## config.mk

```make
export PLATFORM = sky130hd
export DESIGN_NAME = dcache_load_ctrl
export DESIGN_NICKNAME = d
export VERILOG_FILES = /design/src/dcache_pkg.sv /design/src/dcache_load_ctrl.sv
export SDC_FILE = /design/constraint.sdc
export NUM_CORES = 1
export LEC_CHECK = 0
export ABC_AREA = 0
export CORE_AREA = 2 2 253 255
export DETAILED_ROUTE_END_ITERATION = 16
export DIE_AREA = 0 0 255 257
export DONT_BUFFER_PORTS = 1
export GPL_ROUTABILITY_DRIVEN = 0
export MAX_ROUTING_LAYER = met4
export PLACE_DENSITY = 0.3
export SLEW_MARGIN = 20
export SYNTH_ARGS = -nofsm -noshare
export SYNTH_HDL_FRONTEND = slang
export SYNTH_SLANG_ARGS = --single-unit
export TNS_END_PERCENT = 30
```

## constraint.sdc

```tcl
create_clock -name clk -period 14.23 [get_ports clk]
set_input_delay 1.423 -clock clk [delete_from_list [all_inputs] [get_ports clk]]
set_output_delay 1.423 -clock clk [all_outputs]
set_load 0.005 [all_outputs]
```

## src/dcache_pkg.sv

```systemverilog
package dcache_pkg;

    localparam int ADDR_W   = 64;
    localparam int DATA_W   = 64;
    localparam int STRB_W   = DATA_W / 8;
    localparam int OFFSET_W = 3;
    localparam int INDEX_W  = 6;
    localparam int TAG_W    = ADDR_W - INDEX_W - OFFSET_W;
    localparam int NUM_SETS = 1 << INDEX_W;

    typedef logic [ADDR_W-1:0]  addr_t;
    typedef logic [DATA_W-1:0]  data_t;
    typedef logic [STRB_W-1:0]  strb_t;
    typedef logic [TAG_W-1:0]   tag_t;
    typedef logic [INDEX_W-1:0] index_t;

    // command to the shared tag/data arrays
    typedef enum logic [1:0] {
        LK_PROBE = 2'd0,
        LK_FILL  = 2'd1,
        LK_WRITE = 2'd2
    } lk_op_e;

endpackage

```

## src/dcache_load_ctrl.sv

```systemverilog
`timescale 1ns/1ps

module dcache_load_ctrl
    import dcache_pkg::*;
(
    input  logic   clk, arst_n_i,
    input  logic   ld_valid_i,
    output logic   ld_ready_o,
    input  addr_t  ld_addr_i,
    output logic   ld_resp_valid_o,
    output data_t  ld_data_o,
    output logic   arb_req_o,
    input  logic   grant_i,
    output logic   lk_valid_o,
    output lk_op_e lk_op_o,
    output addr_t  lk_addr_o,
    output data_t  lk_data_o,
    input  logic   lk_rsp_valid_i, lk_hit_i,
    input  data_t  lk_rdata_i,
    input  logic   lk_wb_need_i,
    input  addr_t  lk_wb_addr_i,
    input  data_t  lk_wb_data_i,
    output logic   mem_req_valid_o,
    input  logic   mem_req_ready_i,
    output logic   mem_req_write_o,
    output addr_t  mem_req_addr_o,
    output data_t  mem_req_data_o,
    input  logic   mem_rsp_valid_i,
    input  data_t  mem_rsp_data_i
);

    typedef enum logic [2:0] {
        S_IDLE, S_WAIT_GRANT, S_PROBE, S_WB, S_REFILL, S_RESP
    } state_e;

    state_e state_q;
    logic   rd_sent_q;
    addr_t  addr_q, wb_addr_q;
    data_t  wb_data_q, data_q;

    assign ld_ready_o      = (state_q == S_IDLE);
    assign ld_resp_valid_o = (state_q == S_RESP);
    assign ld_data_o       = data_q;
    assign arb_req_o       = (state_q != S_IDLE);

    // probe goes out in the grant cycle, fill with the refill response
    assign lk_valid_o = ((state_q == S_WAIT_GRANT) && grant_i) ||
                        ((state_q == S_REFILL) && mem_rsp_valid_i);
    assign lk_op_o    = (state_q == S_REFILL) ? LK_FILL : LK_PROBE;
    assign lk_addr_o  = addr_q;
    assign lk_data_o  = mem_rsp_data_i;

    assign mem_req_valid_o = (state_q == S_WB) || ((state_q == S_REFILL) && !rd_sent_q);
    assign mem_req_write_o = (state_q == S_WB);
    assign mem_req_addr_o  = (state_q == S_WB) ? wb_addr_q :
                             {addr_q[ADDR_W-1:OFFSET_W], {OFFSET_W{1'b0}}};
    assign mem_req_data_o  = wb_data_q;

    always_ff @(posedge clk or negedge arst_n_i) begin
        if (!arst_n_i) begin
            state_q   <= S_IDLE;
            rd_sent_q <= 1'b0;
        end else begin
            case (state_q)
                S_IDLE:
                    if (ld_valid_i)
                        state_q <= S_WAIT_GRANT;
                S_WAIT_GRANT:
                    if (grant_i)
                        state_q <= S_PROBE;
                S_PROBE:
                    if (lk_rsp_valid_i)
                        state_q <= lk_hit_i ? S_RESP : lk_wb_need_i ? S_WB : S_REFILL;
                S_WB:
                    if (mem_req_ready_i)
                        state_q <= S_REFILL;
                S_REFILL: begin
                    if (mem_req_valid_o && mem_req_ready_i)
                        rd_sent_q <= 1'b1;
                    if (mem_rsp_valid_i) begin
                        rd_sent_q <= 1'b0;
                        state_q   <= S_RESP;
                    end
                end
                default:
                    state_q <= S_IDLE;
            endcase
        end
    end

    always_ff @(posedge clk) begin
        if (ld_valid_i && ld_ready_o)
            addr_q <= ld_addr_i;
        if ((state_q == S_PROBE) && lk_rsp_valid_i) begin
            wb_addr_q <= lk_wb_addr_i;
            wb_data_q <= lk_wb_data_i;
            data_q    <= lk_rdata_i;
        end
        if ((state_q == S_REFILL) && mem_rsp_valid_i)
            data_q <= mem_rsp_data_i;
    end

    assert property (@(posedge clk) disable iff (!arst_n_i)
        mem_req_valid_o && !mem_req_ready_i |=> mem_req_valid_o &&
            $stable(mem_req_write_o) && $stable(mem_req_addr_o) && $stable(mem_req_data_o))
        else $error("load memory request changed under back-pressure");

endmodule

```

==> flow_summary.ini <==
[final_layout]
syn_to_final_growth_pct = 14.44
post-route-cell-area_sq_mm = 0.01151
finalNetCount = 786
final.fill_count = 6674
drive_gt1_share_pct = 24.58
final_cells = 1344

[timing]
setup_viol = 0
clock_skew_ps = 12.76
period_minus_slack_ps = 4069
grt_setup_unrepaired = no
drv_slew = 0
fmax_mhz = 245.8
hold_viol = 0
fin_setup_tns_ps = 0
fin_crit_sh_pct = 28.59
tightest_slew_ps = 1033
maxSlewHeadroom_pct = 31.14

[drt]
vias_per_cell = 3.318
ant_nets = 0
remaining_drc_errors = 0
wl_met2_um = 17210
wirelength_met1_um = 9225
wirelength_um = 31210
dr_total_vias = 4459
top_layer_used = met4
drtIter0Drc = 333
wl_per_cell_um = 23.22
wl_met3_um = 3316
firstDrtPassIters = 4

[clock_network]
cts.repair.resized = 0
cts-root-buf = clkbuf_16
cts_htree_levels = 1
clk_path_buf_depth = 3
cts_inserted_buffers = 29
cts_setup_buffers = 0
clk_latency_ps = 570
postCtsHoldBufs = 0
cts_tree = yes
cts.sink_count = 260
clk_pin_slew_ps = 60

[floorplan]
die_h_um = 257
dieArea_sq_mm = 0.06554
placeableCoreArea_sq_mm = 0.06274
rows = 92
ios = 657
start_util_pct = 16.03
chipWidth_um = 255

[place]
dp_cells = 1272
portBuffers = 0
dp_hpwl_um = 24100
placed_area_sq_mm = 0.01054

[worst_setup_path]
crit_type = reg -> out
worstPathArrival_ps = 2650
cp-end-kind = output port
cp-start-kind = flip-flop
worstPathRequired_ps = 12810
cp_max_fo = 66

[job]
maxCapViolCount = 0

[pwr]
power.leakage_nw = 3.458
power.density_mw_per_mm2 = 181.5
ir_drop_v = 0.00008206

[yosys]
synth_top_area_cell = edfxtp_1
ys_seq_area_share_pct = 77.43
synth_most_common_cell = edfxtp_1
async_reset_ff_share_pct = 1.538
synth_edf_count = 256
netlist_area_sq_mm = 0.01006
yosys_warnings = 0
synth_cell_types = 30
synth_top_area_share_pct = 76.44
ys_dominant_reg_cell = edfxtp_1
postSynthCellCount = 505
synth_commonest_cells = edfxtp_1 (256), buf_4 (70), mux2_2 (65)
syn_nets = 834
ys_ff_latch = 260
syn_area_per_cell_sq_um = 19.92
ys_top_cells_by_area = edfxtp_1 (76%), mux2_2 (7.3%), mux2_1 (6.7%)

[global_route]
grtUsageTotal_pct = 8.995
grt_max_degree = 130
grt_first_pass_wirelength_um = 40370
grt_overflow = 0
grt_pass1_vias = 4903
antenna_found_initial = 27

[outcome]
status = complete, no violations

[min_path]
hold_path.class = reg -> reg
==> stage by stage <==
step	power (mW)	hold WS, ps	worst slack [ps]	utilization [%]
after floorplan	1.311	462.5	1948	-
final	2.089	545.5	10160	18.35
after global placement	1.378	530.0	10760	16.80
after global routing	2.188	511.9	9982	18.33
after CTS	2.132	504.9	10100	18.27
after detailed placement	1.379	548.4	10640	16.80
==> layout by cell type, fill, tap and decap left out, types with 2 or more instances in the layout <==
cell type / synthesis / routed
inv_1: 3 / 3
mux2_1: 60 / 60
clkbuf_1: 2 / 5
and2_1: 5 / 4
mux2_2: 65 / 65
dfrtp_1: 4 / 4
a21oi_1: 4 / 4
mux2i_1: 2 / 2
clkbuf_16: 0 / 29
nand2_1: 3 / 3
clkinv_2: 0 / 8
clkinv_1: 0 / 5
edfxtp_1: 256 / 256
diode_2: 0 / 18
nor2_1: 3 / 3
bufinv_16: 0 / 3
clkinvlp_4: 0 / 3
nor3_1: 4 / 3
==> flip-flops by register name (all words and copies together) (netlist names) <==
register and flops:
state_q 3, mem_req_data_o 64, wb_addr_q 64, lk_addr_o 64, ld_data_o 64, rd_sent_q 1
==> path summary, 6_finish.rpt <==
kind                             from                  to  slack, ps  cells after the start
hold / removal              rd_sent_q           rd_sent_q        550                      2
setup / recovery           state_q[1]  mem_req_addr_o[28]      10160                      2
min in group asynchronous    arst_n_i           rd_sent_q        560                      0
max in group asynchronous    arst_n_i          state_q[0]      13610                      0
hold reg to reg             rd_sent_q           rd_sent_q        550                      2
setup reg to reg           state_q[1]       ld_data_o[47]      11570                      5
==> kinds of logic after synthesis <==
| family | count (synthesis) | share of synthesized area (%) |
|---|---|---|
| flip-flops | 260 | 77.43 |
| multiplexers | 127 | 14.20 |
| AO/OA/AOI/OAI | 9 | 0.6097 |
| buffers and inverters | 84 | 6.233 |
| other | 1 | 0.03729 |
| AND/OR/NAND/NOR | 24 | 1.493 |
==> layout make-up <==
type                    count  area [sq um]  share of cell area, %
inverters                   3         11.26                0.09784
flip-flops and latches    260          7787                  67.66
well taps                 846          1059                  9.197
diodes                     18         45.04                 0.3913
repair buffers              2         27.53                 0.2392
multi-input cells         161          1655                  14.38
clock buffers              34         744.5                  6.468
clock inverters            20         180.2                  1.565
==> power breakdown <==
| part | switching [mW] | leakage (nW) | internal, mW | total (mW) |
|---|---|---|---|---|
| Combinational | 0.164 | 0.617 | 0.0948 | 0.258 |
| Sequential | 0.0888 | 2.39 | 1.01 | 1.10 |
| Clock | 0.307 | 0.450 | 0.427 | 0.734 |
==> critical path, stage by stage (launching register included) <==
cell and delay (ps):
dfrtp_1 620, and3_4 900, mux2_2 440
==> per-layer routing <==
metal | global-route usage [%] | up-vias
li1 | - | 1796
met2 | 17.17 | 407
met3 | 3.682 | 85
met5 | - | -
met1 | 7.467 | 2171
met4 | 3.834 | 0
Note: power is estimated with default switching activity, not from simulation.
