$ cat config.mk
export PLATFORM = sky130hd
export DESIGN_NAME = dcache_arbiter
export DESIGN_NICKNAME = d
export VERILOG_FILES = /design/src/dcache_pkg.sv /design/src/dcache_arbiter.sv
export SDC_FILE = /design/constraint.sdc
export NUM_CORES = 1
export LEC_CHECK = 0
export BUFFER_PORTS_ARGS = -buffer_cell sky130_fd_sc_hd__buf_2
export CAP_MARGIN = 15
export CORE_AREA = 2 2 317 319
export DETAILED_ROUTE_END_ITERATION = 10
export DIE_AREA = 0 0 319 321
export MAX_ROUTING_LAYER = met4
export PLACE_DENSITY = 0.3
export SLEW_MARGIN = 15
export SYNTH_ARGS = -nofsm -noshare
export SYNTH_HDL_FRONTEND = slang
export SYNTH_SLANG_ARGS = --single-unit
$ cat constraint.sdc
create_clock -name clk -period 3 [get_ports clk]
set_input_delay 0.6 -clock clk [delete_from_list [all_inputs] [get_ports clk]]
set_output_delay 0.6 -clock clk [all_outputs]
set_load 0.02 [all_outputs]
$ cat src/dcache_pkg.sv
package dcache_pkg;

    localparam int ADDR_W   = 64;
    localparam int DATA_W   = 64;
    localparam int STRB_W   = DATA_W / 8;
    localparam int OFFSET_W = 3;
    localparam int INDEX_W  = 6;
    localparam int TAG_W    = ADDR_W - INDEX_W - OFFSET_W;
    localparam int NUM_SETS = 1 << INDEX_W;

    typedef logic [ADDR_W-1:0]  addr_t;
    typedef logic [DATA_W-1:0]  data_t;
    typedef logic [STRB_W-1:0]  strb_t;
    typedef logic [TAG_W-1:0]   tag_t;
    typedef logic [INDEX_W-1:0] index_t;

    // command to the shared tag/data arrays
    typedef enum logic [1:0] {
        LK_PROBE = 2'd0,
        LK_FILL  = 2'd1,
        LK_WRITE = 2'd2
    } lk_op_e;

endpackage

$ cat src/dcache_arbiter.sv
`timescale 1ns/1ps

module dcache_arbiter
    import dcache_pkg::*;
(
    input  logic   clk, arst_n_i,
    input  logic   ld_arb_req_i, st_arb_req_i,
    output logic   ld_grant_o, st_grant_o,
    input  logic   ld_lk_valid_i,
    input  lk_op_e ld_lk_op_i,
    input  addr_t  ld_lk_addr_i,
    input  data_t  ld_lk_data_i,
    input  logic   st_lk_valid_i,
    input  lk_op_e st_lk_op_i,
    input  addr_t  st_lk_addr_i,
    input  data_t  st_lk_data_i,
    input  strb_t  st_lk_strb_i,
    output logic   lk_valid_o,
    output lk_op_e lk_op_o,
    output addr_t  lk_addr_o,
    output data_t  lk_data_o,
    output strb_t  lk_strb_o,
    input  logic   ld_mem_req_valid_i, ld_mem_req_write_i,
    output logic   ld_mem_req_ready_o,
    input  addr_t  ld_mem_req_addr_i,
    input  data_t  ld_mem_req_data_i,
    input  logic   st_mem_req_valid_i, st_mem_req_write_i,
    output logic   st_mem_req_ready_o,
    input  addr_t  st_mem_req_addr_i,
    input  data_t  st_mem_req_data_i,
    output logic   mem_req_valid_o,
    input  logic   mem_req_ready_i,
    output logic   mem_req_write_o,
    output addr_t  mem_req_addr_o,
    output data_t  mem_req_data_o
);

    logic own_ld_q, own_st_q;

    // load wins whenever the store does not already own the arrays
    assign ld_grant_o = ld_arb_req_i && !(own_st_q && st_arb_req_i);
    assign st_grant_o = st_arb_req_i && !ld_grant_o;

    assign lk_valid_o = st_grant_o ? st_lk_valid_i : (ld_grant_o && ld_lk_valid_i);
    assign lk_op_o    = st_grant_o ? st_lk_op_i    : ld_lk_op_i;
    assign lk_addr_o  = st_grant_o ? st_lk_addr_i  : ld_lk_addr_i;
    assign lk_data_o  = st_grant_o ? st_lk_data_i  : ld_lk_data_i;
    assign lk_strb_o  = st_grant_o ? st_lk_strb_i  : '0;

    assign mem_req_valid_o = st_grant_o ? st_mem_req_valid_i :
                             (ld_grant_o && ld_mem_req_valid_i);
    assign mem_req_write_o = st_grant_o ? st_mem_req_write_i : ld_mem_req_write_i;
    assign mem_req_addr_o  = st_grant_o ? st_mem_req_addr_i  : ld_mem_req_addr_i;
    assign mem_req_data_o  = st_grant_o ? st_mem_req_data_i  : ld_mem_req_data_i;

    assign ld_mem_req_ready_o = mem_req_ready_i && ld_grant_o;
    assign st_mem_req_ready_o = mem_req_ready_i && st_grant_o;

    always_ff @(posedge clk or negedge arst_n_i) begin
        if (!arst_n_i) begin
            own_ld_q <= 1'b0;
            own_st_q <= 1'b0;
        end else begin
            own_ld_q <= ld_grant_o;
            own_st_q <= st_grant_o;
        end
    end

    assert property (@(posedge clk) disable iff (!arst_n_i) $onehot0({ld_grant_o, st_grant_o}))
        else $error("both controllers granted");

    assert property (@(posedge clk) disable iff (!arst_n_i)
        (own_ld_q && ld_arb_req_i |-> ld_grant_o) and (own_st_q && st_arb_req_i |-> st_grant_o))
        else $error("owner lost the grant during its transaction");

endmodule

==> impl_metrics.env, run 1 <==
export IMPL_outcome="finished, final reports clean"
export IMPL_syn_inst=305
export IMPL_crit_path_top_delay_cell="mux2_2"
export IMPL_dieArea_um2=102400
export IMPL_end_kind="output port"
export IMPL_crit_path_max_incr_delay_ns=0.36
export IMPL_multi_input_area_um2=3018
export IMPL_firstDrtPassIters=4
export IMPL_synth_most_common_cell="mux2_2"
export IMPL_yosysWarnings=0
export IMPL_timing_fmax_mhz=374.8
export IMPL_yosysTopAreaCell="mux2_2"
export IMPL_vias=6226
export IMPL_largest_reg_flops=1
export IMPL_max_cap_violations=0
export IMPL_core_um2=99280
export IMPL_syn_area_um2=3292
export IMPL_finalMaxSlewViolations=0
export IMPL_arrival_ns=2.07
export IMPL_die_width_um=319
export IMPL_ys_seq_elements=1
export IMPL_synth_common_cells="mux2_2, buf_4, and2_1, buf_6, buf_2"
export IMPL_power_density_nw_per_um2=188.3
export IMPL_drive_gt1_share_pct=98.55
export IMPL_vdd_drop_max_uv=88.76
export IMPL_post_cts_resized=0
export IMPL_grt_first_pass_wirelength_mm=67.21
export IMPL_port_buffers=807
export IMPL_overflow=0
export IMPL_cts_hold_buf=0
export IMPL_regMostFlops="own_st_q"
export IMPL_fillers=11710
export IMPL_hpwl_mm=53.58
export IMPL_place_gp_congestion=0.9080
export IMPL_grt_util_all_layers_pct=10.43
export IMPL_netlist_area_leader_share_pct=88.60
export IMPL_period_needed_ns=2.668
export IMPL_rsz0062_at_grt="no"
export IMPL_hold_path_class="input port to asynchronous set/reset pin"
export IMPL_grtUsageMet3_pct=3.287
export IMPL_switching_share_pct=53.36
export IMPL_regArea_um2=25.02
export IMPL_leakagePower_nw=4.438
export IMPL_first_iter_violations=197
export IMPL_max_slew_margin_pct=69.14
export IMPL_cp_cell_sequence="buf_2, inv_1, o21ai_4, buf_12, buf_12, mux2_2, buf_2"
export IMPL_post_cts_buffers=0
export IMPL_crit_type="input port to output port"
export IMPL_yosys_cell_types_count=11
export IMPL_synthToLayoutAreaGrowth_pct=174.0
export IMPL_whs_ns=0.3751
export IMPL_antenna_found_initial=88
export IMPL_ys_seq_area_share_pct=0.7602
export IMPL_met2_usage_pct=16.54
export IMPL_crit_required_ns=2.40
export IMPL_clock_latency_ns=0
export IMPL_synthTopCellsByArea="mux2_2, buf_6, buf_4, and2_1, dfrtp_1"
export IMPL_critPathLaunchType="input port"
export IMPL_largest_registers="own_st_q x1"
export IMPL_grt_max_degree=35
export IMPL_power_frac_comb_pct=99.1
export IMPL_cell_internal_pwr_mw=0.7922
export IMPL_drc=0
export IMPL_ios=808
export IMPL_synth_main_ff_cell="dfrtp_1"
export IMPL_wl_per_cell_um=22.92
export IMPL_worst_pin_slew_ns=0.4623
export IMPL_fin_worst_skew_ns=0
export IMPL_wirelength_mm=55.71
export IMPL_fp_dieH_um=321
export IMPL_clk_pin_slew_ns=0
export IMPL_fin_setup_tns_ns=0
export IMPL_grt_pass1_vias=6140
export IMPL_vias_per_cell=2.561
export IMPL_min_period_over_period_pct=88.93
export IMPL_synth_edff_count=0
export IMPL_final_hold_viol_count=0
export IMPL_pwr_share_clk_pct=0
export IMPL_met1_usage_pct=13.62
export IMPL_fin_nets=1644
export IMPL_power_frac_seq_pct=0.9
export IMPL_power_switching_mw=0.9062
export IMPL_reg2reg_depth=3
export IMPL_path_max_fanout=34
export IMPL_postSynth_asyncResetShare_pct=100.0
export IMPL_synth_nets=840
export IMPL_antenna_left=0
export IMPL_start_util_pct=3.316
export IMPL_grt_busiest_layer="met2"
export IMPL_avgSynthCellArea_um2=10.79
export IMPL_row_count=116
export IMPL_setup_viol=0
==> logic make-up after synthesis <==
kind of cell / after synthesis / share of synthesized area, %
AO/OA/AOI/OAI: 4 / 1.178
AND/OR/NAND/NOR: 10 / 1.900
flip-flops: 1 / 0.7600
buffers and inverters: 31 / 7.564
multiplexers: 259 / 88.60
==> worst paths after layout <==
check	start	endpoint	slack, ns
min	arst_n_i	own_st_q	0.38
max reg2reg	own_st_q	own_st_q	1.70
max in group asynchronous	arst_n_i	own_st_q	2.54
min reg2reg	own_st_q	own_st_q	1.12
min in group clk	own_st_q	own_st_q	1.12
max	ld_arb_req_i	lk_data_o[44]	0.33
==> layout by cell type, fill, tap and decap left out <==
master / netlist / routed
diode_2: 0 / 26
buf_2: 4 / 807
a21oi_1: 1 / 1
o21ai_4: 1 / 1
a22o_1: 2 / 2
buf_4: 14 / 19
inv_1: 2 / 2
mux2_2: 259 / 259
and2_1: 10 / 10
buf_12: 0 / 5
dfrtp_1: 1 / 1
==> routing by layer <==
| layer | vias up | share of wire [%] |
|---|---|---|
| li1 | 2800 | - |
| met1 | 2696 | 44 |
| met2 | 608 | 44 |
| met3 | 122 | 11 |
| met4 | 0 | 1.7 |
| met5 | - | 0 |
==> worst max-delay path, delay by kind of cell <==
kind,cells,cell delay (ns)
mux,1,0.36
buf+inv,5,0.78
compound gates,1,0.21
==> area by class of cell <==
cell class                 count  area share, %
multi-input combinational    273          33.45
tap                         1298          18.00
sequential                     1         0.2774
timing repair buffer         831          47.46
antenna                       26         0.7212
inverter                       2        0.08322
==> stage by stage <==
| stage | instance area [um2] | cells | utilization [%] | worst slack (ns) | power (mW) |
|---|---|---|---|---|---|
| after floorplan | 3292 | 305 | - | 0.7842 | 0.9193 |
| after detailed placement | 8956 | 2405 | 9.021 | 0.3342 | 1.712 |
| final | 9021 | 2431 | 9.087 | 0.3322 | 1.698 |
| after global routing | 9006 | 2425 | 9.072 | 0.2785 | 1.804 |
| after global placement | 8956 | 2405 | 9.021 | 0.3329 | 1.717 |
| after CTS | 8956 | 2405 | 9.021 | 0.3348 | 1.720 |
==> power groups by stage <==
| stage | Sequential (mW) | Combinational [mW] | Clock, mW |
|---|---|---|---|
| after global routing | 0.0157 | 1.79 | 0.000000921 |
| after detailed placement | 0.0156 | 1.70 | 0 |
| after floorplan | 0.0155 | 0.904 | 0 |
| after global placement | 0.0156 | 1.70 | 0 |
| final | 0.0156 | 1.68 | 0.00000118 |
| after CTS | 0.0156 | 1.70 | 0 |
Power figures use the tool's default switching activity.
==> run 2, diff against run 1 <==
--- a/config.mk
+++ b/config.mk
@@ -11,7 +11,7 @@
 export DETAILED_ROUTE_END_ITERATION = 10
 export DIE_AREA = 0 0 319 321
 export MAX_ROUTING_LAYER = met4
-export PLACE_DENSITY = 0.3
+export PLACE_DENSITY_LB_ADDON = 0.1
 export SLEW_MARGIN = 15
 export SYNTH_ARGS = -nofsm -noshare
 export SYNTH_HDL_FRONTEND = slang
==> impl_metrics.env, run 2 (synthesis results as in run 1) <==
export IMPL_outcome="finished, final reports clean"
export IMPL_post_cts_resized=0
export IMPL_crit_family="buffers and inverters"
export IMPL_grt_max_degree=41
export IMPL_power_density_nw_per_um2=185.7
export IMPL_total_power_mw=1.673
export IMPL_period_needed_ns=2.695
export IMPL_crit_path_max_incr_delay_ns=0.37
export IMPL_core_um2=99280
export IMPL_fin_ws_ns=0.3055
export IMPL_clock_latency_ns=0
export IMPL_fin_setup_tns_ns=0
export IMPL_finalMaxSlewViolations=0
export IMPL_fin_worst_skew_ns=0
export IMPL_arrival_ns=2.09
export IMPL_hpwl_mm=35.56
export IMPL_hold_path_class="input port to asynchronous set/reset pin"
export IMPL_drive_gt1_share_pct=98.55
export IMPL_rsz0062_at_grt="no"
export IMPL_clk_pin_slew_ns=0
export IMPL_ios=808
export IMPL_wl_met3_mm=2.514
export IMPL_met1_length_mm=14.21
export IMPL_cts_hold_buf=0
export IMPL_mostFrequentLayoutCells="buf_2, mux2_2, buf_4"
export IMPL_vias_per_cell=2.434
export IMPL_start_util_pct=3.316
export IMPL_topRoutingLayerUsed="met4"
export IMPL_path_max_fanout=40
export IMPL_place_gp_congestion=0.8582
export IMPL_fin_nets=1644
export IMPL_min_period_over_period_pct=89.82
export IMPL_largest_registers="own_st_q x1"
export IMPL_fp_dieH_um=321
export IMPL_final_hold_viol_count=0
export IMPL_overflow=0
export IMPL_row_count=116
export IMPL_antenna_found_initial=20
export IMPL_first_iter_violations=99
export IMPL_port_buffers=807
export IMPL_dieArea_um2=102400
export IMPL_synthToLayoutAreaGrowth_pct=173.7
export IMPL_firstDrtPassIters=4
export IMPL_crit_type="input port to output port"
export IMPL_setup_viol=0
export IMPL_placed_cells=2405
export IMPL_grt_first_pass_wirelength_mm=47.42
export IMPL_wirelength_mm=37.71
export IMPL_wl_per_cell_um=15.63
export IMPL_fin_cells=2412
export IMPL_vias=5870
export IMPL_final_util_pct=9.077
export IMPL_max_slew_margin_pct=77.15
export IMPL_largest_reg_flops=1
export IMPL_end_kind="output port"
export IMPL_cp_cell_sequence="buf_2, inv_1, o21ai_4, buf_12, buf_12, mux2_2, buf_2"
export IMPL_drc=0
export IMPL_critPathBufInv=5
export IMPL_critPathLaunchType="input port"
export IMPL_max_cap_violations=0
export IMPL_leakagePower_nw=4.453
export IMPL_grt_util_all_layers_pct=6.760
export IMPL_crit_path_top_delay_cell="mux2_2"
export IMPL_finalInstanceArea_um2=9011
export IMPL_whs_ns=0.3860
export IMPL_post_cts_buffers=0
export IMPL_regMostFlops="own_st_q"
export IMPL_post_place_ws_ns=0.2764
export IMPL_met2WireLength_mm=20.62
export IMPL_die_width_um=319
export IMPL_worst_pin_slew_ns=0.3423
export IMPL_timing_fmax_mhz=371.1
export IMPL_antenna_left=0
export IMPL_crit_required_ns=2.40
export IMPL_final_common_cell="buf_2"
export IMPL_placed_area_um2=8994
export IMPL_grt_pass1_vias=6158
export IMPL_vdd_drop_max_uv=70.94
## run 2: changes by cell type in the layout (fill, tap and decap cells not counted), sizes merged
cell,before,now
diode,26,7
## run 2: layer usage
layer / up-vias / global-route usage, %
li1: 2774 / -
met1: 2640 / 7.468
met2: 424 / 13.30
met3: 32 / 0.8374
met4: 0 / 0.5031
met5: - / -
## run 2: power breakdown
group          switching [mW]  internal (mW)    total, mW
logic                   0.874          0.783         1.66
registers            0.000960         0.0147       0.0156
clock network               0    0.000000336  0.000000336
## run 2: layout make-up
type,count,area (um2)
Antenna cell,7,17.52
Multi-Input combinational cell,273,3018
Timing Repair Buffer,831,4319
Tap cell,1298,1624
Inverter,2,7.507
Fill cell,11770,90260
Sequential cell,1,25.02
## run 2: path summary, 6_finish.rpt
| check | start | to | slack [ns] | cells after the start |
|---|---|---|---|---|
| setup / recovery | ld_arb_req_i | lk_data_o[34] | 0.31 | 7 |
| hold / removal | arst_n_i | own_st_q | 0.39 | 1 |
| setup reg to reg | own_st_q | own_st_q | 1.73 | 3 |
| hold reg to reg | own_st_q | own_st_q | 1.05 | 3 |
| max in group asynchronous | arst_n_i | own_st_q | 2.52 | 1 |
| min in group clk | own_st_q | own_st_q | 1.05 | 3 |
