## src/dcache_pkg.sv

```systemverilog
package dcache_pkg;

    localparam int ADDR_W   = 64;
    localparam int DATA_W   = 64;
    localparam int STRB_W   = DATA_W / 8;
    localparam int OFFSET_W = 3;
    localparam int INDEX_W  = 6;
    localparam int TAG_W    = ADDR_W - INDEX_W - OFFSET_W;
    localparam int NUM_SETS = 1 << INDEX_W;

    typedef logic [ADDR_W-1:0]  addr_t;
    typedef logic [DATA_W-1:0]  data_t;
    typedef logic [STRB_W-1:0]  strb_t;
    typedef logic [TAG_W-1:0]   tag_t;
    typedef logic [INDEX_W-1:0] index_t;

    // command to the shared tag/data arrays
    typedef enum logic [1:0] {
        LK_PROBE = 2'd0,
        LK_FILL  = 2'd1,
        LK_WRITE = 2'd2
    } lk_op_e;

endpackage

```

## src/dcache_store_ctrl.sv

```systemverilog
`timescale 1ns/1ps

module dcache_store_ctrl
    import dcache_pkg::*;
(
    input  logic   clk, arst_n_i,
    input  logic   st_valid_i,
    output logic   st_ready_o,
    input  addr_t  st_addr_i,
    input  data_t  st_data_i,
    input  strb_t  st_strb_i,
    output logic   st_done_o,
    output logic   arb_req_o,
    input  logic   grant_i,
    output logic   lk_valid_o,
    output lk_op_e lk_op_o,
    output addr_t  lk_addr_o,
    output data_t  lk_data_o,
    output strb_t  lk_strb_o,
    input  logic   lk_rsp_valid_i, lk_hit_i, lk_wb_need_i,
    input  addr_t  lk_wb_addr_i,
    input  data_t  lk_wb_data_i,
    output logic   mem_req_valid_o,
    input  logic   mem_req_ready_i,
    output logic   mem_req_write_o,
    output addr_t  mem_req_addr_o,
    output data_t  mem_req_data_o,
    input  logic   mem_rsp_valid_i,
    input  data_t  mem_rsp_data_i
);

    typedef enum logic [2:0] {
        S_IDLE, S_WAIT_GRANT, S_PROBE, S_WRITE, S_WB, S_REFILL, S_DONE
    } state_e;

    state_e state_q;
    logic   rd_sent_q;
    addr_t  addr_q, wb_addr_q;
    data_t  data_q, wb_data_q;
    strb_t  strb_q;

    assign st_ready_o = (state_q == S_IDLE);
    assign st_done_o  = (state_q == S_DONE);
    assign arb_req_o  = (state_q != S_IDLE);

    assign lk_valid_o = ((state_q == S_WAIT_GRANT) && grant_i) ||
                        ((state_q == S_REFILL) && mem_rsp_valid_i) ||
                        (state_q == S_WRITE);
    assign lk_op_o    = (state_q == S_REFILL) ? LK_FILL :
                        (state_q == S_WRITE)  ? LK_WRITE : LK_PROBE;
    assign lk_addr_o  = addr_q;
    assign lk_data_o  = (state_q == S_REFILL) ? mem_rsp_data_i : data_q;
    assign lk_strb_o  = strb_q;

    assign mem_req_valid_o = (state_q == S_WB) || ((state_q == S_REFILL) && !rd_sent_q);
    assign mem_req_write_o = (state_q == S_WB);
    assign mem_req_addr_o  = (state_q == S_WB) ? wb_addr_q :
                             {addr_q[ADDR_W-1:OFFSET_W], {OFFSET_W{1'b0}}};
    assign mem_req_data_o  = wb_data_q;

    always_ff @(posedge clk or negedge arst_n_i) begin
        if (!arst_n_i) begin
            state_q   <= S_IDLE;
            rd_sent_q <= 1'b0;
        end else begin
            case (state_q)
                S_IDLE:
                    if (st_valid_i)
                        state_q <= S_WAIT_GRANT;
                S_WAIT_GRANT:
                    if (grant_i)
                        state_q <= S_PROBE;
                S_PROBE:
                    if (lk_rsp_valid_i)
                        state_q <= lk_hit_i ? S_WRITE : lk_wb_need_i ? S_WB : S_REFILL;
                S_WRITE:
                    state_q <= S_DONE;
                S_WB:
                    if (mem_req_ready_i)
                        state_q <= S_REFILL;
                S_REFILL: begin
                    if (mem_req_valid_o && mem_req_ready_i)
                        rd_sent_q <= 1'b1;
                    // line is now resident, probe again to merge
                    if (mem_rsp_valid_i) begin
                        rd_sent_q <= 1'b0;
                        state_q   <= S_WAIT_GRANT;
                    end
                end
                default:
                    state_q <= S_IDLE;
            endcase
        end
    end

    always_ff @(posedge clk) begin
        if (st_valid_i && st_ready_o) begin
            addr_q <= st_addr_i;
            data_q <= st_data_i;
            strb_q <= st_strb_i;
        end
        if ((state_q == S_PROBE) && lk_rsp_valid_i) begin
            wb_addr_q <= lk_wb_addr_i;
            wb_data_q <= lk_wb_data_i;
        end
    end

    assert property (@(posedge clk) disable iff (!arst_n_i)
        mem_req_valid_o && !mem_req_ready_i |=> mem_req_valid_o &&
            $stable(mem_req_write_o) && $stable(mem_req_addr_o) && $stable(mem_req_data_o))
        else $error("store memory request changed under back-pressure");

endmodule

```

## config.mk

```make
export PLATFORM = sky130hd
export DESIGN_NAME = dcache_store_ctrl
export DESIGN_NICKNAME = d
export VERILOG_FILES = /design/src/dcache_pkg.sv /design/src/dcache_store_ctrl.sv
export SDC_FILE = /design/constraint.sdc
export NUM_CORES = 1
export LEC_CHECK = 0
export BUFFER_PORTS_ARGS = -buffer_cell sky130_fd_sc_hd__clkbuf_2
export CAP_MARGIN = 30
export CORE_AREA = 2 2 240 242
export DETAILED_ROUTE_END_ITERATION = 10
export DIE_AREA = 0 0 242 244
export PLACE_DENSITY_LB_ADDON = 0.25
export SYNTH_ARGS = -nofsm -noshare
export SYNTH_HDL_FRONTEND = slang
export SYNTH_SLANG_ARGS = --single-unit
```

## constraint.sdc

```tcl
create_clock -name clk -period 9.35 [get_ports clk]
set_input_delay 0.935 -clock clk [delete_from_list [all_inputs] [get_ports clk]]
set_output_delay 0.935 -clock clk [all_outputs]
set_load 0.005 [all_outputs]
```

==> results of run 1 <==
==> final timing paths <==
path | depth (start not counted) | end | startpoint | slack [ps]
worst min-delay path | 1 | rd_sent_q | arst_n_i | 220
min in group clk | 1 | mem_req_data_o[25] | lk_wb_data_i[25] | 560
max in group asynchronous | 1 | state_q[2] | arst_n_i | 8980
worst min register to register | 2 | rd_sent_q | rd_sent_q | 570
worst max-delay path | 4 | lk_data_o[5] | state_q[0] | 5580
worst max register to register | 5 | mem_req_data_o[49] | state_q[1] | 6750
==> worst max-delay path: stages (launching register included) <==
cell      delay [ps]
dfrtp_1          570
and3b_4          640
buf_4            550
mux2_2           400
clkbuf_2         110
==> sequential cells by signal (all words and copies together) (netlist names) <==
name / count
lk_strb_o: 8
rd_sent_q: 1
state_q: 3
wb_addr_q: 64
lk_addr_o: 64
data_q: 64
mem_req_data_o: 64
==> stage by stage <==
stage          std cells  cell area (sq um)
3_5_place_dp        1797              13840
3_3_place_gp        1795              13780
2_1_floorplan        444               9888
6_report            1858              14870
4_1_cts             1856              14840
5_1_grt             1857              14870
==> cells by family after synthesis <==
family / count (synthesis)
flip-flops: 268
AO/OA/AOI/OAI: 11
multiplexers: 126
AND/OR/NAND/NOR: 19
buffers and inverters: 20
==> cells in the final DEF, fill, tap and decap left out, types with 2 or more instances in the layout <==
cell / Yosys / routed
clkbuf_16: 0 / 34
clkbuf_1: 0 / 11
dfrtp_1: 4 / 4
clkbuf_2: 1 / 608
and3_1: 4 / 4
edfxtp_1: 264 / 264
clkinv_2: 0 / 3
nand2b_1: 2 / 2
nand2_1: 5 / 5
buf_4: 8 / 5
mux2_1: 43 / 43
a21oi_1: 5 / 5
and2_4: 0 / 2
mux2_2: 56 / 56
clkinv_1: 0 / 5
inv_6: 0 / 3
buf_16: 0 / 3
o21ai_0: 2 / 2
mux2_4: 27 / 27
==> metal layers <==
metal | wire length, microns | GRT usage | vias up
met5 | 13 | 0 | -
met4 | 928 | 0.03922 | 2
met3 | 3223 | 0.04401 | 53
met2 | 16290 | 0.1827 | 392
met1 | 11740 | 0.1116 | 3134
li1 | - | - | 3035
==> power groups by stage <==
stage	Sequential [mW]	Clock (mW)	Combinational, mW
after detailed placement	1.67	0	0.873
after global placement	1.67	0	0.863
after floorplan	1.67	0	0.429
final	1.64	1.21	0.856
after global routing	1.66	1.31	0.932
after CTS	1.65	1.27	0.876
==> final cells by class <==
cell class                      instances  area (sq um)
Fill cell                            5896         41300
Sequential cell                       268          8028
Timing Repair Buffer                  616          3163
Multi-Input combinational cell        156          1720
Tap cell                              756         945.9
Clock buffer                           45         892.1
Clock inverter                         14         113.9
Inverter                                2         7.507
Antenna cell                            1         2.502
==> results.toml, run 1 <==
[layout]
final_layout_size_suffix_gt1_frac = 0.6794
utilization = 0.2648
area.growth.synth_to_final_pct = 50.49
nets = 1415

[detailed_routing]
vias_per_cell = 3.561
firstDrtPassIters = 5
wl_per_cell_microns = 17.33
drcViolationCount = 0
dr.first_iter.drc_count = 209
totalWireLength_mm = 32.19
num_vias = 6616
ant_nets = 0

[logic_synthesis]
synth_top_family_by_area = "multiplexers"
synthTopCellsByCount = "264 x edfxtp_1, 56 x mux2_2, 43 x mux2_1"
synthFlopType = "edfxtp_1"
async_flop_share = 0.01493
synth_compound_area_frac = 0.006836
avgSynthCellArea_sq_um = 22.26
synth-edff-count = 264
synth_fa_ha_area_frac = 0
synth_top_cell_by_area = "edfxtp_1"
synth_xor_area_frac = 0
synthMuxAreaShare = 0.1538
synthSimpleGateAreaFrac = 0.01139
synthDistinctLibCells = 26
synth_top_area_share = 0.8021
synth-seq-cells = 268
ys_warn_count = 0
ys_seq_area_frac = 0.8123
syn_nets = 781
ys_top_cells_by_area = "edfxtp_1 80%, mux2_2 6.4%, mux2_1 4.9%"
synth_area_sq_um = 9883
syn_inst = 444
yosysMostFrequentCell = "edfxtp_1"

[cts]
clkTransAtPathRegs_ps = 50
clk_latency_ps = 540
cts.sinks = 268
cts-root-buf = "clkbuf_16"
cts_buffers = 34
cts_max_path_buffers = 3
post-cts-setup-buffers = 0
hold_buffers = 0
cts_max_level = 2
cts_tree = "yes"
ctsResizeCount = 0

[place]
gp_congestion = 0.8409
place_ws_ps = 6088
portBuffers = 608
dpl.hpwl_mm = 24.85

[pwr]
peakVddDrop_mv = 0.1436
p_sw_mw = 1.025
internal_power_mw = 2.684
p_clk_frac = 0.326
p_per_area_nw_per_um2 = 249.3
pwr-share-comb = 0.231
power_frac_seq = 0.443
total_power_mw = 3.709
leakagePower_nw = 6.191
switching_share = 0.2763

[floorplanning]
chipHeight_microns = 244
rows = 87
initial_core_util = 0.1760
pin_count = 609
die_area_sq_um = 59050
core-area_sq_um = 56170
dieWidth_microns = 242

[sta]
finalSetupTns_ps = 0
hold_viol = 0
max_freq_ghz = 0.2656
finalSetupViolations = 0
clock_skew_ps = 24.68
maxSlewHeadroom = 0.4681
holdWs_ps = 223.4
worst-slew-pin-transition_ps = 797.9
layout_setup_ws_ps = 5585
rsz0062_at_grt = "false"
final-max-slew-violation-count = 0
timing.final.crit_share = 0.4027
period_needed_ps = 3765

[global_routing]
grt_pass1_vias = 7076
grt_pass1_wl_mm = 45.53
grtUsageTotal = 0.1042
grt_max_degree = 68
antenna_found_initial = 6
overflow = 0

[critical_path]
end_kind = "output pin"
cp.required_ps = 8420
start_kind = "flip-flop"
worstSetupPathType = "reg -> out"
cp_max_fo = 36
arrival_ps = 2830

[min_path]
hold_class = "in -> async"

[job]
cap_violations = 0

[run_status]
outcome = "finished, final reports clean"
No activity file was read; power rests on OpenSTA's default activity.
==> inputs of run 2 (changes only) <==
==> constraint.sdc (replaced) <==
create_clock -name clk -period 3.2 [get_ports clk]
set_input_delay 0.32 -clock clk [delete_from_list [all_inputs] [get_ports clk]]
set_output_delay 0.32 -clock clk [all_outputs]
set_load 0.005 [all_outputs]
==> run 2 against run 1 <==
Die area is the same. Largest power group unchanged. Clock power grew to 2.6 times the previous value. Register-to-register slack lost 5800 ps.
==> results.toml, run 2 (same netlist as run 1, synthesis figures left out) <==
[run_status]
outcome = "finished, final reports clean"

[critical_path]
worstSetupPathType = "reg -> out"
reg2reg_slack_ps = 1000
end_kind = "output pin"
arrival_ps = 2580
start_kind = "flip-flop"
cp.required_ps = 2880
cp_max_fo = 29

[sta]
clock_skew_ps = 10.12
finalSetupViolations = 0
hold_viol = 0
period_needed_ps = 2900
timing.final.crit_share = 0.9061
maxSlewHeadroom = 0.6399
worst-slew-pin-transition_ps = 540.2
final-max-slew-violation-count = 0
rsz0062_at_grt = "false"
layout_setup_ws_ps = 300.4
max_freq_ghz = 0.3449

[layout]
stdcell_count = 2126
n_fill_cell = 5611
final_layout_size_suffix_gt1_frac = 0.5461
area.growth.synth_to_final_pct = 76.69
final_common_cell = "clkbuf_2"
nets = 1685
final_cell_mix = "608 x clkbuf_2, 267 x dlygate4sd3_1, 264 x edfxtp_1"
utilization = 0.3109

[global_routing]
grt_pass1_wl_mm = 50.01
grt_max_degree = 71
overflow = 0
grtUsageTotal = 0.1091
antenna_found_initial = 6
grt_pass1_vias = 8431

[cts]
cts.sinks = 268
cts_buffers = 29
cts_tree = "yes"
clk_latency_ps = 570
cts-root-buf = "clkbuf_16"
post-cts-setup-buffers = 0
clkTransAtPathRegs_ps = 60
cts_max_path_buffers = 3
cts_max_level = 1

[place]
place_ws_ps = 855.5
gp_congestion = 0.8730
dpl.hpwl_mm = 24.56
placed_cells = 1806
portBuffers = 608

[pwr]
total_power_mw = 10.71
p_per_area_nw_per_um2 = 613.6
peakVddDrop_mv = 0.4739
leakagePower_nw = 7.276

[floorplanning]
rows = 87
die_area_sq_um = 59050
pin_count = 609
core-area_sq_um = 56170
chipHeight_microns = 244
dieWidth_microns = 242
initial_core_util = 0.1760

[detailed_routing]
ant_nets = 0
wl_per_cell_microns = 15.82
firstDrtPassIters = 5
vias_per_cell = 3.558
totalWireLength_mm = 33.62
num_vias = 7565
drcViolationCount = 0
dr.first_iter.drc_count = 215

[job]
cap_violations = 0

[min_path]
hold_class = "in -> reg"
-- run 2: changes by cell type in the layout (fill, tap and decap cells not counted), moves of 3 or more --
cell,before,now
dlygate4sd3_1,0,267
clkbuf_1,11,6
buf_16,3,0
buf_12,0,5
clkbuf_16,34,29
inv_6,3,0
clkinv_1,5,11
buf_4,5,11
-- run 2: worst paths after layout --
| check | endpoint | start | cells after the start |
|---|---|---|---|
| setup / recovery | mem_req_addr_o[18] | state_q[2] | 5 |
| hold / removal | rd_sent_q | mem_req_ready_i | 3 |
| setup reg to reg | lk_addr_o[10] | state_q[0] | 3 |
| hold reg to reg | rd_sent_q | rd_sent_q | 2 |
| max in group asynchronous | state_q[2] | arst_n_i | 2 |
| min in group asynchronous | rd_sent_q | arst_n_i | 2 |
-- run 2: where the power goes --
group	internal, mW	switching [mW]
sequential	4.56	0.230
combinational	1.47	1.36
clock	1.73	1.36
-- run 2: critical path, stage by stage (launching register included) --
cell and delay [ps]:
dfrtp_1 560, nor2b_4 280, and2_4 170, buf_4 430, mux2_1 390, clkbuf_2 140
-- run 2: routing by layer --
| layer | routed length (microns) | GRT usage | up-vias |
|---|---|---|---|
| li1 | - | - | 3573 |
| met1 | 12630 | 0.1196 | 3530 |
| met2 | 17080 | 0.1972 | 404 |
| met3 | 2965 | 0.03775 | 50 |
| met4 | 895 | 0.03504 | 8 |
| met5 | 52 | 0 | - |
-- run 2: area by class of cell --
class / instances / area, sq um / area share
antenna: 2 / 5.005 / 0.0002866
tap: 756 / 945.9 / 0.05417
clock buffer: 35 / 748.2 / 0.04285
timing repair buffer: 891 / 5898 / 0.3378
multi-input combinational: 156 / 1720 / 0.09852
sequential: 268 / 8028 / 0.4597
inverter: 2 / 7.507 / 0.0004299
clock inverter: 16 / 110.1 / 0.006305
-- run 2: what timing repair did --
item                      CTS  global route
hold buffers              267             0
gates resized for setup     0             0
hold endpoints to repair  270             0
-- run 2: through the flow --
stage               instance area, sq um  hold WS (ps)  TNS, ps
detailed placement                 13930         140.1        0
finish                             17460         34.93        0
floorplan                           9899         24.41  -107030
global route                       17460         29.34        0
global placement                   13930         137.3        0
CTS                                17460         2.196        0
==> inputs of run 3 (changes only) <==
--- a/config.mk
+++ b/config.mk
@@ -11,6 +11,7 @@
 export DETAILED_ROUTE_END_ITERATION = 10
 export DIE_AREA = 0 0 242 244
 export PLACE_DENSITY_LB_ADDON = 0.25
+export SETUP_SLACK_MARGIN = 0.5
 export SYNTH_ARGS = -nofsm -noshare
 export SYNTH_HDL_FRONTEND = slang
 export SYNTH_SLANG_ARGS = --single-unit
==> run 3 against run 2 <==
Sequential share of layout area down 0.92 points. Combinational power up 7%. Clock skew down 1.0 ps. Sequential cell count unchanged. Hold slack better by 29 ps. Core utilization up 0.65 points. First-iteration DRC count up 14%. Global-route usage up 0.61 points. Clock-buffer cell count up 1. Die area unchanged. Critical path depth down 1.
==> results.toml, run 3 (same netlist as run 1, synthesis figures left out) <==
[sta]
holdWs_ps = 64.40
period_needed_ps = 2590
clock_skew_ps = 9.121
max_freq_ghz = 0.3861
worst-slew-pin-transition_ps = 799.6
hold_viol = 0
rsz0062_at_grt = "false"
finalSetupViolations = 0
maxSlewHeadroom = 0.4669
timing.final.crit_share = 0.8095
final-max-slew-violation-count = 0

[floorplanning]
rows = 87
pin_count = 609
die_area_sq_um = 59050
chipHeight_microns = 244
dieWidth_microns = 242
core-area_sq_um = 56170
initial_core_util = 0.1760

[global_routing]
overflow = 0
antenna_found_initial = 2
grt_pass1_wl_mm = 52.11
grt_max_degree = 106
grtUsageTotal = 0.1152
grt_pass1_vias = 8553

[critical_path]
end_kind = "output pin"
cp_max_fo = 28
ff2ff_path_depth = 4
cp.required_ps = 2880
crit-reg2reg-launch = "state_q[0]"
r2r_end = "lk_addr_o[46]"
arrival_ps = 2270
start_kind = "flip-flop"
worstSetupPathType = "reg -> out"
reg2reg_slack_ps = 980

[layout]
final_cell_area_sq_um = 17830
utilization = 0.3174
final_layout_size_suffix_gt1_frac = 0.5584
n_fill_cell = 5642
final_cell_mix = "608 x clkbuf_2, 269 x dlygate4sd3_1, 264 x edfxtp_1"
nets = 1708
area.growth.synth_to_final_pct = 80.40
final_common_cell = "clkbuf_2"

[cts]
cts.sinks = 268
cts_tree = "yes"
cts_buffers = 31
clk_latency_ps = 590
cts-root-buf = "clkbuf_16"
clkTransAtPathRegs_ps = 60
cts_max_level = 1
cts_max_path_buffers = 3

[detailed_routing]
firstDrtPassIters = 4
vias_per_cell = 3.620
dr.first_iter.drc_count = 245
wl_per_cell_microns = 16.63
num_vias = 7791
drcViolationCount = 0
ant_nets = 0
totalWireLength_mm = 35.79

[place]
dpl.hpwl_mm = 25.86
portBuffers = 608
gp_congestion = 0.8899
place_area_sq_um = 13900

[min_path]
hold_class = "in -> reg"
min_to = "state_q[0]"
worstHoldStart = "lk_hit_i"
hold_depth = 3

[job]
cap_violations = 0

[pwr]
total_power_mw = 11.41
p_per_area_nw_per_um2 = 639.7
peakVddDrop_mv = 0.4339
leakagePower_nw = 7.472

[run_status]
outcome = "finished, final reports clean"
-- run 3: cell types whose count changed in the layout (fill, tap and decap cells not counted), moves of 3 or more --
cell       before  now
clkinv_2        2    5
bufinv_16       1    4
clkinv_1       11    8
dfrtp_2         0    3
dfrtp_1         4    1
buf_4          11   27
-- run 3: routing by layer --
| layer | vias to the layer above | routed length (microns) | track usage | part of all wire |
|---|---|---|---|---|
| li1 | 3624 | - | - | - |
| met1 | 3715 | 13540 | 0.1298 | 0.38 |
| met2 | 394 | 18530 | 0.2114 | 0.52 |
| met3 | 56 | 2704 | 0.03106 | 0.076 |
| met4 | 2 | 1006 | 0.03558 | 0.028 |
| met5 | - | 13 | 0 | 0.00036 |
-- run 3: worst max-delay path: stages, from the launching register on --
cell and delay (ps):
dfrtp_2 450, and3b_4 480, buf_12 230, mux2_2 360, clkbuf_2 110
-- run 3: metrics by stage --
step                setup TNS [ps]  setup slack, ps  std cells
floorplan                  -107030           -830.7        444
global placement                 0            932.6       1803
detailed placement               0            864.5       1803
CTS                              0            511.7       2140
global route                     0            515.2       2152
finish                           0            609.7       2152
-- run 3: worst max path at each step --
stage,startpoint,endpoint,depth (start not counted),slack (ps)
finish,state_q[1],lk_data_o[12],4,610
global route,state_q[0],mem_req_addr_o[36],6,520
CTS,state_q[1],mem_req_addr_o[29],6,510
detailed placement,state_q[2],mem_req_addr_o[29],5,860
global placement,state_q[2],mem_req_addr_o[29],5,930
floorplan,state_q[2],mem_req_data_o[0],2,-830
-- run 3: cell type report --
type	count	area [sq um]	area share
repair buffers	911	6098	0.3420
inverters	2	7.507	0.0004211
flip-flops and latches	268	8031	0.4505
well taps	756	945.9	0.05305
diodes	1	2.502	0.0001404
clock buffers	36	794.5	0.04456
clock inverters	21	219.0	0.01228
multi-input cells	157	1730	0.09705
-- run 3: power breakdown --
group | leakage, nW | switching [mW] | internal [mW]
registers | 2.46 | 0.257 | 4.57
clock network | 0.491 | 1.46 | 2.09
logic | 4.52 | 1.40 | 1.62
total | 7.47 | 3.12 | 8.29
-- run 3: what timing repair did --
item	4_1_cts	5_1_grt
setup buffers	9	11
resized for setup	5	0
pin swaps	1	2
hold buffers	269	0
gates cloned	2	0
hold endpoints to repair	271	0
endpoints found under the setup margin	98	47
